[config.mk]
export PLATFORM = sky130hd
export DESIGN_NAME = conv5x5_unit
export DESIGN_NICKNAME = d
export VERILOG_FILES = /design/src/source/lenet_geom_pkg.sv /design/src/source/conv_ctrl_pkg.sv /design/src/source/approx_mult_8x8.sv /design/src/source/four_phase_rx.sv /design/src/source/kernel_store.sv /design/src/source/conv_mac.sv /design/src/source/requant_out.sv /design/src/source/conv5x5_unit.sv
export SDC_FILE = /design/constraint.sdc
export NUM_CORES = 1
export LEC_CHECK = 0
export ABC_AREA = 1
export ABC_CLOCK_PERIOD_IN_PS = 9600
export BUFFER_PORTS_ARGS = -buffer_cell sky130_fd_sc_hd__buf_2
export CAP_MARGIN = 30
export CORE_ASPECT_RATIO = 1.2
export CORE_MARGIN = 3
export CORE_UTILIZATION = 40
export CTS_CLUSTER_DIAMETER = 40
export DETAILED_ROUTE_END_ITERATION = 10
export GPL_ROUTABILITY_DRIVEN = 0
export GPL_TIMING_DRIVEN = 0
export HOLD_SLACK_MARGIN = 0.03
export PLACE_DENSITY = 0.52
export SYNTH_ARGS = -nofsm -noshare
export SYNTH_HDL_FRONTEND = slang
export SYNTH_SLANG_ARGS = --single-unit
[constraint.sdc]
create_clock -name clk -period 9.6 [get_ports clk]
set_clock_uncertainty 0.05 [all_clocks]
set_input_delay 0.96 -clock clk [delete_from_list [all_inputs] [get_ports clk]]
set_output_delay 0.96 -clock clk [all_outputs]
set_load 0.02 [all_outputs]
[src/source/lenet_geom_pkg.sv]
`default_nettype none

package lenet_geom_pkg;

    // ******************************
    // Data widths
    // ******************************

    // Pixels, weights and output features share one width.
    localparam int PIXEL_W = 8;
    localparam int PROD_W = 16;

    // ******************************
    // Kernel geometry
    // ******************************

    // A 5x5 window, serialized row by row.
    localparam int KERNEL_TAPS = 25;
    localparam int TAP_IDX_W = 5;

    // 25 products of at most 16 bits each need 21 bits.
    localparam int ACC_W = 21;

    // ******************************
    // Requantization
    // ******************************

    localparam int QUANT_SHIFT = 8;
    localparam int FEAT_MAX = 255;

endpackage

`default_nettype wire

[src/source/conv_ctrl_pkg.sv]
`default_nettype none

package conv_ctrl_pkg;
    import lenet_geom_pkg::*;

    // Unsigned pixel, weight or feature value.
    typedef logic [PIXEL_W-1:0] pixel_t;

    // One kernel write. The tap index sits in the upper bits.
    typedef struct packed {
        logic [TAP_IDX_W-1:0] tap;
        pixel_t               value;
    } weight_load_t;

    // IDLE waits for the first tap of a window, ACCUM for the rest.
    // HOLD keeps the finished sum until the output stage takes it.
    typedef enum logic [1:0] {
        IDLE,
        ACCUM,
        HOLD
    } mac_state_t;

endpackage

`default_nettype wire

[src/source/approx_mult_8x8.sv]
`default_nettype none

module approx_mult_8x8 import conv_ctrl_pkg::*; (
    input  pixel_t      x,
    input  pixel_t      y,
    output logic [15:0] z
);

    logic [7:0]  row [8];
    logic [12:0] cv [6];

    // ******************************
    // Partial product rows
    // ******************************

    always_comb begin
        for (int i = 0; i < 8; i++) begin
            row[i] = y & {8{x[i]}};
        end
    end

    // ******************************
    // Compression table
    // ******************************

    // Rows 0 to 5 are folded into six sparse vectors. Most bit positions
    // stay zero, which is where the saving in the adder tree comes from.
    always_comb begin
        cv[0] = '0;
        cv[1] = '0;
        cv[2] = '0;
        cv[3] = '0;
        cv[4] = '0;
        cv[5] = '0;

        cv[0][1] = row[0][1] | row[1][0];
        cv[0][2] = row[0][1] & row[1][0];
        cv[0][4] = row[2][2] & row[3][1];
        cv[0][7] = row[0][6] | row[1][5];
        cv[0][8] = row[1][7];
        cv[0][9] = row[2][6] & row[3][5];
        cv[0][10] = row[2][7] & row[3][6];
        cv[0][11] = row[4][7] ^ row[5][6];
        cv[0][12] = row[4][7] & row[5][6];

        cv[1][4] = row[4][0];
        cv[1][7] = row[0][7] | row[1][6];
        cv[1][8] = row[2][6] ^ row[3][5];
        cv[1][9] = row[2][7] ^ row[3][6];
        cv[1][10] = row[3][7];
        cv[1][12] = row[5][7];

        cv[2][7] = row[2][4] | row[3][3];
        cv[2][8] = row[4][3] | row[5][2];
        cv[2][9] = row[4][5] & row[5][4];
        cv[2][10] = row[4][6] & row[5][5];

        cv[3][7] = row[2][5] ^ row[3][4];
        cv[3][8] = row[4][4] | row[5][3];
        cv[3][9] = row[4][5] | row[5][4];
        cv[3][10] = row[4][6] | row[5][5];

        cv[4][7] = row[4][2] & row[5][1];

        cv[5][7] = row[4][3] & row[5][2];
    end

    // ******************************
    // Final sum
    // ******************************

    // The two top rows carry most of the weight and are added exactly.
    assign z = 16'({row[6], 6'b0})
             + 16'({row[7], 7'b0})
             + 16'(cv[0])
             + 16'(cv[1])
             + 16'(cv[2])
             + 16'(cv[3])
             + 16'(cv[4])
             + 16'(cv[5]);

endmodule

`default_nettype wire

[src/source/four_phase_rx.sv]
`default_nettype none

module four_phase_rx import conv_ctrl_pkg::*; #(
    parameter type payload_t = pixel_t
) (
    input  wire logic clk,
    input  wire logic rst_n,
    input  wire logic req,
    input  payload_t  data,
    input  wire logic ready,
    output logic      ack,
    output logic      valid,
    output payload_t  payload
);

    logic accept;

    // A new transfer starts only from the idle phase of the handshake.
    assign accept = req && !ack && ready;

    always_ff @(posedge clk) begin
        if (!rst_n) begin
            ack <= 1'b0;
            valid <= 1'b0;
        end else begin
            valid <= 1'b0;
            if (accept) begin
                ack <= 1'b1;
                valid <= 1'b1;
            end else if (ack && !req) begin
                ack <= 1'b0;
            end
        end
    end

    always_ff @(posedge clk) begin
        if (accept) begin
            payload <= data;
        end
    end

    // The sender must hold its data until the transfer is acknowledged.
    a_data_stable: assert property (
        @(posedge clk) disable iff (!rst_n)
        (req && !ack) |=> $stable(data)
    ) else $error("four_phase_rx: data changed before ack");

endmodule

`default_nettype wire

[src/source/kernel_store.sv]
`default_nettype none

module kernel_store import lenet_geom_pkg::*, conv_ctrl_pkg::*; (
    input  wire logic                 clk,
    input  wire logic                 rst_n,
    input  wire logic                 wr_valid,
    input  weight_load_t              wr_entry,
    input  wire logic [TAP_IDX_W-1:0] tap,
    output pixel_t                    weight,
    output logic                      loaded
);

    pixel_t                 weights [KERNEL_TAPS];
    logic [KERNEL_TAPS-1:0] written;

    // ******************************
    // Weight registers
    // ******************************

    always_ff @(posedge clk) begin
        if (wr_valid) begin
            weights[wr_entry.tap] <= wr_entry.value;
        end
    end

    // One bit per tap. Rewrites between windows leave the mask full.
    always_ff @(posedge clk) begin
        if (!rst_n) begin
            written <= '0;
        end else if (wr_valid) begin
            written[wr_entry.tap] <= 1'b1;
        end
    end

    // ******************************
    // Read side
    // ******************************

    assign weight = weights[tap];
    assign loaded = &written;

    // A write beyond the last tap would be lost and loaded would never rise.
    a_tap_range: assert property (
        @(posedge clk) disable iff (!rst_n)
        wr_valid |-> (wr_entry.tap < KERNEL_TAPS)
    ) else $error("kernel_store: write to tap %0d", wr_entry.tap);

endmodule

`default_nettype wire

[src/source/conv_mac.sv]
`default_nettype none

module conv_mac import lenet_geom_pkg::*, conv_ctrl_pkg::*; (
    input  wire logic                  clk,
    input  wire logic                  rst_n,
    input  wire logic                  pix_valid,
    input  pixel_t                     pix,
    input  wire logic                  kernel_ready,
    input  pixel_t                     weight,
    output logic [TAP_IDX_W-1:0]       tap,
    output logic                       pix_ready,
    output logic [ACC_W-1:0]           sum,
    output logic                       sum_valid,
    input  wire logic                  sum_taken
);

    mac_state_t        state;
    logic [PROD_W-1:0] product;
    logic              last_tap;

    // The weight drives x, so weights limited to bits 6 and 7 give exact products.
    approx_mult_8x8 mult_inst (
        .x (weight),
        .y (pix),
        .z (product)
    );

    assign last_tap = (tap == TAP_IDX_W'(KERNEL_TAPS - 1));

    // No pixel is taken before the kernel is complete or while a sum waits.
    assign pix_ready = kernel_ready && (state != HOLD);
    assign sum_valid = (state == HOLD);

    // ******************************
    // Controller and tap counter
    // ******************************

    always_ff @(posedge clk) begin
        if (!rst_n) begin
            state <= IDLE;
            tap <= '0;
        end else begin
            case (state)
                IDLE: begin
                    if (pix_valid) begin
                        state <= ACCUM;
                        tap <= tap + 1'b1;
                    end
                end
                ACCUM: begin
                    if (pix_valid) begin
                        if (last_tap) begin
                            state <= HOLD;
                            tap <= '0;
                        end else begin
                            tap <= tap + 1'b1;
                        end
                    end
                end
                HOLD: begin
                    if (sum_taken) begin
                        state <= IDLE;
                    end
                end
                default: begin
                    state <= IDLE;
                end
            endcase
        end
    end

    // ******************************
    // Accumulator
    // ******************************

    always_ff @(posedge clk) begin
        if (!rst_n) begin
            sum <= '0;
        end else if (state == HOLD) begin
            if (sum_taken) begin
                sum <= '0;
            end
        end else if (pix_valid) begin
            sum <= sum + ACC_W'(product);
        end
    end

    // A pixel that arrived while the sum waits would be dropped by the accumulator.
    a_no_pixel_in_hold: assert property (
        @(posedge clk) disable iff (!rst_n)
        sum_valid |-> !pix_valid
    ) else $error("conv_mac: pixel arrived while a sum was held");

endmodule

`default_nettype wire

[src/source/requant_out.sv]
`default_nettype none

module requant_out import lenet_geom_pkg::*, conv_ctrl_pkg::*; (
    input  wire logic             clk,
    input  wire logic             rst_n,
    input  wire logic [ACC_W-1:0] sum,
    input  wire logic             sum_valid,
    output logic                  sum_taken,
    output logic                  feat_req,
    output pixel_t                feat_data,
    input  wire logic             feat_ack
);

    logic [ACC_W-QUANT_SHIFT-1:0] shifted;
    pixel_t                       feat;
    logic                         ack_wait;
    logic                         start;

    assign shifted = sum[ACC_W-1:QUANT_SHIFT];
    assign feat = (shifted > FEAT_MAX) ? pixel_t'(FEAT_MAX) : shifted[PIXEL_W-1:0];

    // A new sum is taken only when both handshake lines are back at rest.
    assign start = sum_valid && !feat_req && !ack_wait;
    assign sum_taken = feat_req && feat_ack;

    always_ff @(posedge clk) begin
        if (!rst_n) begin
            feat_req <= 1'b0;
            ack_wait <= 1'b0;
        end else if (sum_taken) begin
            feat_req <= 1'b0;
            ack_wait <= 1'b1;
        end else if (ack_wait && !feat_ack) begin
            ack_wait <= 1'b0;
        end else if (start) begin
            feat_req <= 1'b1;
        end
    end

    always_ff @(posedge clk) begin
        if (start) begin
            feat_data <= feat;
        end
    end

endmodule

`default_nettype wire

[src/source/conv5x5_unit.sv]
`default_nettype none

module conv5x5_unit import lenet_geom_pkg::*, conv_ctrl_pkg::*; (
    input  wire logic clk,
    input  wire logic rst_n,
    input  wire logic pix_req,
    input  pixel_t    pix_data,
    output logic      pix_ack,
    input  wire logic wt_req,
    input  weight_load_t wt_data,
    output logic      wt_ack,
    output logic      feat_req,
    output pixel_t    feat_data,
    input  wire logic feat_ack
);

    logic                 pix_valid;
    pixel_t               pix;
    logic                 pix_ready;
    logic                 wt_valid;
    weight_load_t         wt_entry;
    logic [TAP_IDX_W-1:0] tap;
    pixel_t               weight;
    logic                 loaded;
    logic [ACC_W-1:0]     sum;
    logic                 sum_valid;
    logic                 sum_taken;

    // ******************************
    // Input channels
    // ******************************

    four_phase_rx #(.payload_t(pixel_t)) pix_rx_inst (
        .clk     (clk),
        .rst_n   (rst_n),
        .req     (pix_req),
        .data    (pix_data),
        .ready   (pix_ready),
        .ack     (pix_ack),
        .valid   (pix_valid),
        .payload (pix)
    );

    // Weight writes are always accepted.
    four_phase_rx #(.payload_t(weight_load_t)) wt_rx_inst (
        .clk     (clk),
        .rst_n   (rst_n),
        .req     (wt_req),
        .data    (wt_data),
        .ready   (1'b1),
        .ack     (wt_ack),
        .valid   (wt_valid),
        .payload (wt_entry)
    );

    // ******************************
    // Datapath
    // ******************************

    kernel_store kernel_store_inst (
        .clk      (clk),
        .rst_n    (rst_n),
        .wr_valid (wt_valid),
        .wr_entry (wt_entry),
        .tap      (tap),
        .weight   (weight),
        .loaded   (loaded)
    );

    conv_mac conv_mac_inst (
        .clk          (clk),
        .rst_n        (rst_n),
        .pix_valid    (pix_valid),
        .pix          (pix),
        .kernel_ready (loaded),
        .weight       (weight),
        .tap          (tap),
        .pix_ready    (pix_ready),
        .sum          (sum),
        .sum_valid    (sum_valid),
        .sum_taken    (sum_taken)
    );

    requant_out requant_out_inst (
        .clk       (clk),
        .rst_n     (rst_n),
        .sum       (sum),
        .sum_valid (sum_valid),
        .sum_taken (sum_taken),
        .feat_req  (feat_req),
        .feat_data (feat_data),
        .feat_ack  (feat_ack)
    );

endmodule

`default_nettype wire

Word-level counts from Yosys, hierarchy flattened

Memories as Yosys holds them, arrays and structs flattened. A register that Yosys moved wholly into a read port is not among the register bits.
Cells that the tools add are included.

Equality and inequality tests: 8
Reductions and logical operators: 30
Multiplexer cells: 26
$add $sub $neg: 9
Bitwise gates (word level): 32
Magnitude comparators: 3

Operators by type and width:

| operator              | number |
|---|---|
| $and A8 B8 Y8         | 8 |
| $mux W21              | 3 |
| $add A16 B11 Y16      | 2 |
| $add A16 B13 Y16      | 2 |
| $add A16 B8 Y16       | 2 |
| $mux W5               | 5 |
| $or A25 B25 Y25       | 1 |
| $reduce_and A25 Y1    | 1 |
| $add A21 B16 Y21      | 1 |
| $add A14 B15 Y16      | 1 |
| $gt A13 B8 Y1 const B | 1 |
| $logic_and A1 B1 Y1   | 11 |
| $mux W1               | 11 |
| $pmux W5 S2           | 1 |
| $reduce_bool A2 Y1    | 5 |
| $and A1 B1 Y1         | 9 |
| $mux W2               | 4 |
| $ne A2 B2 Y1 const B  | 4 |
| $or A1 B1 Y1          | 8 |
| $logic_not A1 Y1      | 7 |
| $lt A5 B6 Y1 const B  | 1 |
| $pmux W2 S3           | 1 |
| $add A5 B1 Y5 const B | 1 |
| $demux W1 S5          | 1 |
| other kinds (12)      | 17 |

Bits in writable memories: 200
Output and inout port bits: 11
Logic and storage cells: 123
Register bits after elaboration: 88
Memories: 1

Memories:

| memory                    | words | bits a word | read ports | clocked after memory_dff | write ports | RTL line           | source |
|---|---|---|---|---|---|---|---|
| kernel_store_inst.weights | 25    | 8           | 1          | 1                        | 1           | kernel_store.sv:13 | `pixel_t weights [KERNEL_TAPS];` |

Depth between registers and ports, before layout

Gate-level depths: netlist of run 1.

Depth after elaboration: 11
Gate-level depth with buffers: 38
Gate-level depth less buffers: 36

Modules after synthesis

Synthesis of run 1 repeated with hierarchy kept, for this count alone.

Cell total of the unflattened synthesis: 1547
Area total of the unflattened synthesis: 14244.9 sq um

Modules (own cells, without submodules):

| module                      | area an instance (sq um) | cells an instance | times used |
|---|---|---|---|
| kernel_store                | 9342.7                   | 899               | 1 |
| conv_mac                    | 2333.5                   | 380               | 1 |
| approx_mult_8x8             | 1357.6                   | 187               | 1 |
| four_phase_rx (wt_rx_inst)  | 469.2                    | 23                | 1 |
| requant_out                 | 419.2                    | 39                | 1 |
| four_phase_rx (pix_rx_inst) | 319.1                    | 18                | 1 |
| conv5x5_unit                | 3.8                      | 1                 | 1 |

Worst setup path after synthesis of run 1

No wires, ideal clock.

Path type: flip-flop to flip-flop
From: register (tool-made name)
To: register conv_mac_inst.sum[16]
Clock period less this slack: 5.666 ns
Required time: 9.435 ns
Buffers on the path: 3
Arrival time: 5.501 ns
Stages on the path, launching flop included: 32
Path slack: 3.934 ns
Setup time: 0.115 ns
Path through: dfxtp_1 buf_6 inv_4 buf_6 buf_4 o21ai_0 nand3_1 nand3_1 nand2_1 nand2_1 nor2_1 ha_1 inv_1 fa_1 inv_1 fa_1 fa_1 ha_1 ha_1 fa_1 nand3_1 nand3_1 a21o_1 a21oi_1 xor2_1 ha_1 a21oi_1 o21ai_0 a21oi_1 nand2_1 a21oi_1 nor2_1

RTL lines:

| item                 | RTL line       | source |
|---|---|---|
| to (signal assigned) | conv_mac.sv:84 | `sum <= sum + ACC_W'(product);` |
| to (decl)            | conv_mac.sv:12 | `output logic [ACC_W-1:0] sum,` |

==> flow_summary.toml, run 1 <==
[run_status]
outcome = "complete, no violations"

[cells_and_area]
ff_latch_area_um2 = 8138
antenna-diode-count = 0
layout-drive-gt1-share_pct = 13.23
multi_input_comb_area_um2 = 4521
final_common_cell = "nor2_1"
fin_nets = 1478
fillers = 3019
area_growth_pct = 18.21
final_cell_mix = "238 x nor2_1, 229 x edfxtp_1, 198 x nand2_1"
fin_util_pct = 48.44

[floorplanning]
dieWidth_um = 172.6
die_h_um = 206.0
core_area_um2 = 32520
rows = 72
start_util_pct = 40.98
pin_count = 37
dieArea_um2 = 35550

[setup_path]
crit_top_cell = "nand3_1"
cpMaxStageDelayCell = "fa_1"
reg2reg_to = "conv_mac_inst.sum[16]"
worst_setup_path_end_kind = "register"
cp-start-kind = "register"
r2r_slack_ns = 2.72
cp.arrival_ns = 7.31
rr_worst_depth = 30
cp.required_ns = 10.04
critPathMaxFanout = 10
critPathMaxStageDelay_ns = 0.50
crit_type = "register to register"

[routing]
via_per_inst = 5.101
dr_total_vias = 9513
drt_drc_violations_left = 0
routed_wirelength_um = 36210
ant_nets = 0
drt_iter0_drc = 763
wl_per_cell_um = 19.42
dr.pass1.iters = 5

[clocking]
ctsResizeCount = 0
numCtsBuffers = 41
clockRootBuffer = "clkbuf_16"
clk_path_buf_depth = 3
cts-hold-fix-buffers = 0
path_clk_slew_ns = 0.06
cts_tree = "yes"
htreeDepth = 2
clk_latency_ns = 0.55
cts.sinks = 292
post-cts-setup-buffer-count = 0

[synth]
seq_area_frac_synth_pct = 61.06
synth_mux_area_share_pct = 0
synth_top_family_by_area = "simple AND/OR/NAND/NOR gates"
syn_nets = 1373
yosysWarnings = 0
synth-seq-cells = 292
synth_compound_area_share_pct = 7.220
synth_cells = 1283
syn_area_per_cell_um2 = 10.39
synth-simple-area-share_pct = 18.95
synth_top_cell_by_area = "edfxtp_1"
synth_xor_area_share_pct = 0.4601
synth_top_cell_area_share_pct = 51.60
ys_types = 39
ys.flop_type = "edfxtp_1"
synth_area_um2 = 13330
async_flop_share_pct = 0
netlist_top_cells_area = "edfxtp_1 52%, dfxtp_1 9.5%, nor2_1 6.7%"
synth-edff-count = 229
synth-adder-area-share_pct = 7.248

[global_route]
grt_pass1_vias = 9291
grt_first_pass_wirelength_um = 54920
grt_max_degree = 26
grt_overflow = 0
grt_use_total_pct = 20.40
antenna_found_initial = 0

[placement]
io_buffers = 36
post-dp-hpwl_um = 25930

[hold_path]
worstHoldPathType = "register to register"
hold_depth = 2
hp-start = "requant_out_inst.ack_wait"
holdPathEnd = "requant_out_inst.ack_wait"

[timing]
setup_tns_ns = 0
period_minus_slack_ns = 6.879
worst_slew_pin_slew_ns = 0.9933
hold_violations = 0
fin_crit_sh_pct = 71.66
final_max_slew_viol_count = 0
fmax_mhz = 145.4
maxSlewHeadroom_pct = 33.53
rsz0062_at_grt = "no"
finalSetupViolations = 0

[pwr]
p_leak_nw = 6.145
ir_worst_vdd_mv = 0.1800
powerDensity_nw_per_um2 = 190.3

[run]
max_cap_viol_count = 0
sequential cells by signal, indices dropped and copies added (netlist names), named ones only:
name,flops
pix_rx_inst.valid,1
requant_out_inst.feat_data,8
conv_mac_inst.tap,5
conv_mac_inst.sum,20
pix_rx_inst.payload,8
kernel_store_inst.weights,200
requant_out_inst.feat_req,1
requant_out_inst.ack_wait,1
wt_rx_inst.payload,13
kernel_store_inst.written,25
wt_rx_inst.valid,1
wt_rx_inst.ack,1
conv_mac_inst.state,2
pix_rx_inst.ack,1
cell type report:
class	count	share of cell area, %
plain buffers	45	1.716
repair buffers	62	2.764
well taps	444	3.526
clock inverters	27	1.708
clock buffers	49	7.370
flip-flops and latches	292	51.66
inverters	107	2.565
multi-input cells	839	28.70
worst max-delay path, delay by kind of cell (launching register included):
family	cells	cell delay, ns
AO/OA/AOI/OAI	5	0.78
XOR/XNOR	1	0.19
adder cells (fa/ha/maj)	8	2.86
buffers and inverters	5	1.14
flip-flops	1	0.30
AND/OR/NAND/NOR	11	1.45
how the worst max path moves through the flow:
stage | startpoint | to | slack, ns | cells after the start
global route | register | conv_mac_inst.sum[20] | 2.22 | 29
finish | register | conv_mac_inst.sum[16] | 2.72 | 30
CTS | register | conv_mac_inst.sum[20] | 2.67 | 29
floorplan | register | conv_mac_inst.sum[16] | 3.93 | 31
detailed placement | register | conv_mac_inst.sum[20] | 2.71 | 29
global placement | register | conv_mac_inst.sum[20] | 2.65 | 29
where the power goes:
group          switching [mW]  internal, mW  leakage (nW)
clock                   0.598         0.940         0.702
sequential             0.0214          1.38          2.58
combinational          0.0365        0.0188          2.86
total                   0.656          2.34          6.14
cell usage after synthesis (10+ instances only):
master    number
nor3_1        13
nand3_1      113
nand2_1      198
inv_1        102
fa_1          22
clkbuf_1      10
dfxtp_1       63
buf_2         18
nor2_1       238
edfxtp_1     229
o221ai_1      11
ha_1          42
o211ai_1      18
a21oi_1       50
o21ai_0       77
nand4_1       11
logic make-up (layout without fill, tap and decap cells):
family / count (synthesis) / after routing
AOI/OAI and AO/OA: 171 / 171
xor gates and xnor gates: 7 / 7
adders and majority gates: 64 / 64
DFF: 292 / 292
buffers and inverters: 152 / 290
and+or+nand+nor: 597 / 597
layer usage:
metal / track usage, % / routed length (um) / up-vias
li1: - / - / 4634
met1: 25.40 / 14830 / 4565
met2: 36.40 / 18540 / 251
met3: 2.867 / 1660 / 63
met4: 7.505 / 1173 / 0
met5: 0 / 0 / -
metrics by stage:
step | power, mW | worst slack, ns | hold slack, ns | area (um^2) | instances
floorplan | 1.452 | 3.934 | 0.3768 | 13330 | 1283
global placement | 1.482 | 2.654 | 0.3911 | 14060 | 1763
detailed placement | 1.489 | 2.706 | 0.4019 | 14320 | 1789
CTS | 3.028 | 2.674 | 0.4157 | 15750 | 1865
global route | 3.091 | 2.216 | 0.4439 | 15750 | 1865
finish | 2.998 | 2.721 | 0.4075 | 15750 | 1865
Power figures use the tool's default switching activity.
==> run 2: changes to the inputs <==
ABC_CLOCK_PERIOD_IN_PS = 6500   (was 9600)
clock period = 6.5 ns   (was 9.6 ns; I/O delays follow)
==> run 2 against run 1 <==
Non-clock buffer count rose by 6. Utilization increased by 0.65 points. Routed wire length grew 1.1%. Cell area grew 1.3%. Setup slack lost 2.3 ns. Total power increased by 48%. Die area unchanged. Count of clock-buffer cells in the layout stayed put. Critical endpoint unchanged. Largest cell class unchanged. Highest routed layer unchanged.
==> flow_summary.toml, run 2 (synthesized netlist as in run 1, its figures left out) <==
[run_status]
outcome = "complete, no violations"

[cells_and_area]
largest_reg_flops = 200
antenna-diode-count = 0
fin_nets = 1484
final_cell_mix = "237 x nor2_1, 229 x edfxtp_1, 190 x nand2_1"
fillers = 3006
fin_area_um2 = 15960
final_common_cell = "nor2_1"
reg_top3 = "kernel_store_inst.weights: 200 flops, kernel_store_inst.written: 25 flops, conv_mac_inst.sum: 20 flops"
fin_util_pct = 49.09
area_growth_pct = 19.79
top_register = "kernel_store_inst.weights"
layout-drive-gt1-share_pct = 15.91

[setup_path]
cpMaxStageDelayCell = "fa_1"
cp.required_ns = 6.89
crit_type = "register to register"
worstSetupEndpoint = "conv_mac_inst.sum[16]"
worst_setup_path_end_kind = "register"
critPathMaxFanout = 10
cp-start-kind = "register"
reg2reg_to = "conv_mac_inst.sum[16]"
r2r_slack_ns = 0.38
cp.arrival_ns = 6.52
rr_worst_depth = 34
critPathMaxStageDelay_ns = 0.51

[routing]
ant_nets = 0
via_per_inst = 5.104
dr.pass1.iters = 7
drt_drc_violations_left = 0
drt_iter0_drc = 662
wl_per_cell_um = 19.57
dr_total_vias = 9549
routed_wirelength_um = 36620

[clocking]
path_clk_slew_ns = 0.06
clk_path_buf_depth = 3
clockRootBuffer = "clkbuf_16"
htreeDepth = 2
cts.sinks = 292
cts_tree = "yes"
clk_latency_ns = 0.55
numCtsBuffers = 41

[pwr]
p_int_mw = 3.461
clkPwrFrac_pct = 51.3
ir_worst_vdd_mv = 0.2654
powerDensity_nw_per_um2 = 277.8
netSwitchingFraction_pct = 21.95
seqPwrFrac_pct = 46.8
p_leak_nw = 6.220
share_comb_of_total_power_pct = 1.9
p_switching_mw = 0.9731

[timing]
worst_slew_pin_slew_ns = 0.9707
fin_crit_sh_pct = 94.16
final_max_slew_viol_count = 0
finalSetupViolations = 0
maxSlewHeadroom_pct = 35.05
fmax_mhz = 163.4
period_minus_slack_ns = 6.120
whs_ns = 0.2331
hold_violations = 0

[floorplanning]
dieWidth_um = 172.6
start_util_pct = 40.98
pin_count = 37
core_area_um2 = 32520
dieArea_um2 = 35550
die_h_um = 206.0
rows = 72

[global_route]
antenna_found_initial = 0
grt_first_pass_wirelength_um = 55110
grt_pass1_vias = 9324
grt_use_total_pct = 20.39
grt_max_degree = 26
grt_overflow = 0

[run]
max_cap_viol_count = 0

[hold_path]
worstHoldPathType = "primary input to register"

[placement]
io_buffers = 36
post-dp-hpwl_um = 25930
place_area_um2 = 14320
run 2: power groups by stage:
| stage | logic, mW | clock network [mW] | registers [mW] |
|---|---|---|---|
| 2_1_floorplan | 0.0401 | 0 | 2.10 |
| 3_3_place_gp | 0.0667 | 0 | 2.12 |
| 3_5_place_dp | 0.0830 | 0 | 2.12 |
| 4_1_cts | 0.0836 | 2.31 | 2.08 |
| 5_1_grt | 0.0937 | 2.39 | 2.08 |
| 6_report | 0.0841 | 2.27 | 2.08 |
run 2: cell type report:
class                           count  area, um^2  share of cell area [%]
Clock buffer                       49        1161                   7.273
Multi-Input combinational cell    839        4646                   29.10
Buffer                             45       307.8                   1.928
Inverter                          107       407.9                   2.555
Clock inverter                     27       269.0                   1.685
Timing Repair Buffer               68       478.0                   2.994
Tap cell                          444       555.5                   3.480
Sequential cell                   292        8139                   50.98
run 2: metal layers:
layer	GRT usage [%]	part of all wire [%]	up-vias
met3	2.775	5.1	67
met5	0	0	-
li1	-	-	4650
met2	37.14	51	267
met4	6.201	2.8	0
met1	25.35	41	4565
run 2: how the worst min path moves through the flow:
stage	start	to	slack, ns	cells after the start
after CTS	wt_data[6]	wt_rx_inst.payload[6]	0.21	1
after detailed placement	requant_out_inst.ack_wait	requant_out_inst.ack_wait	0.40	2
after global routing	wt_data[0]	wt_rx_inst.payload[0]	0.21	1
after floorplan	requant_out_inst.ack_wait	requant_out_inst.ack_wait	0.38	2
after global placement	requant_out_inst.ack_wait	requant_out_inst.ack_wait	0.39	2
final	wt_data[8]	wt_rx_inst.payload[8]	0.23	1
run 2: through the flow:
step / std cells / setup slack, ns / setup TNS (ns) / power, mW
6_report: 1871 / 0.3797 / 0 / 4.434
5_1_grt: 1871 / -0.02947 / -0.03081 / 4.567
4_1_cts: 1867 / 0.008980 / 0 / 4.472
3_5_place_dp: 1789 / -0.3941 / -1.684 / 2.199
3_3_place_gp: 1763 / -0.4460 / -1.948 / 2.188
2_1_floorplan: 1283 / 0.8336 / 0 / 2.144
run 2: repair_timing:
action / in CTS / in global routing
endpoints found under the setup margin: 8 / 8
hold buffers: 0 / 0
gates cloned: 0 / 1
pin swaps: 1 / 16
gates resized for setup: 14 / 41
hold endpoints to repair: 0 / 0
buffers inserted: 2 / 3
run 2: worst max-delay path, delay by kind of cell (launching register included):
family	cells	cell delay, ns
and+or+nand+nor	17	1.64
adders and majority gates	8	2.93
AOI/OAI and AO/OA	2	0.17
xor gates and xnor gates	1	0.17
DFF	1	0.35
buffers and inverters	6	0.65
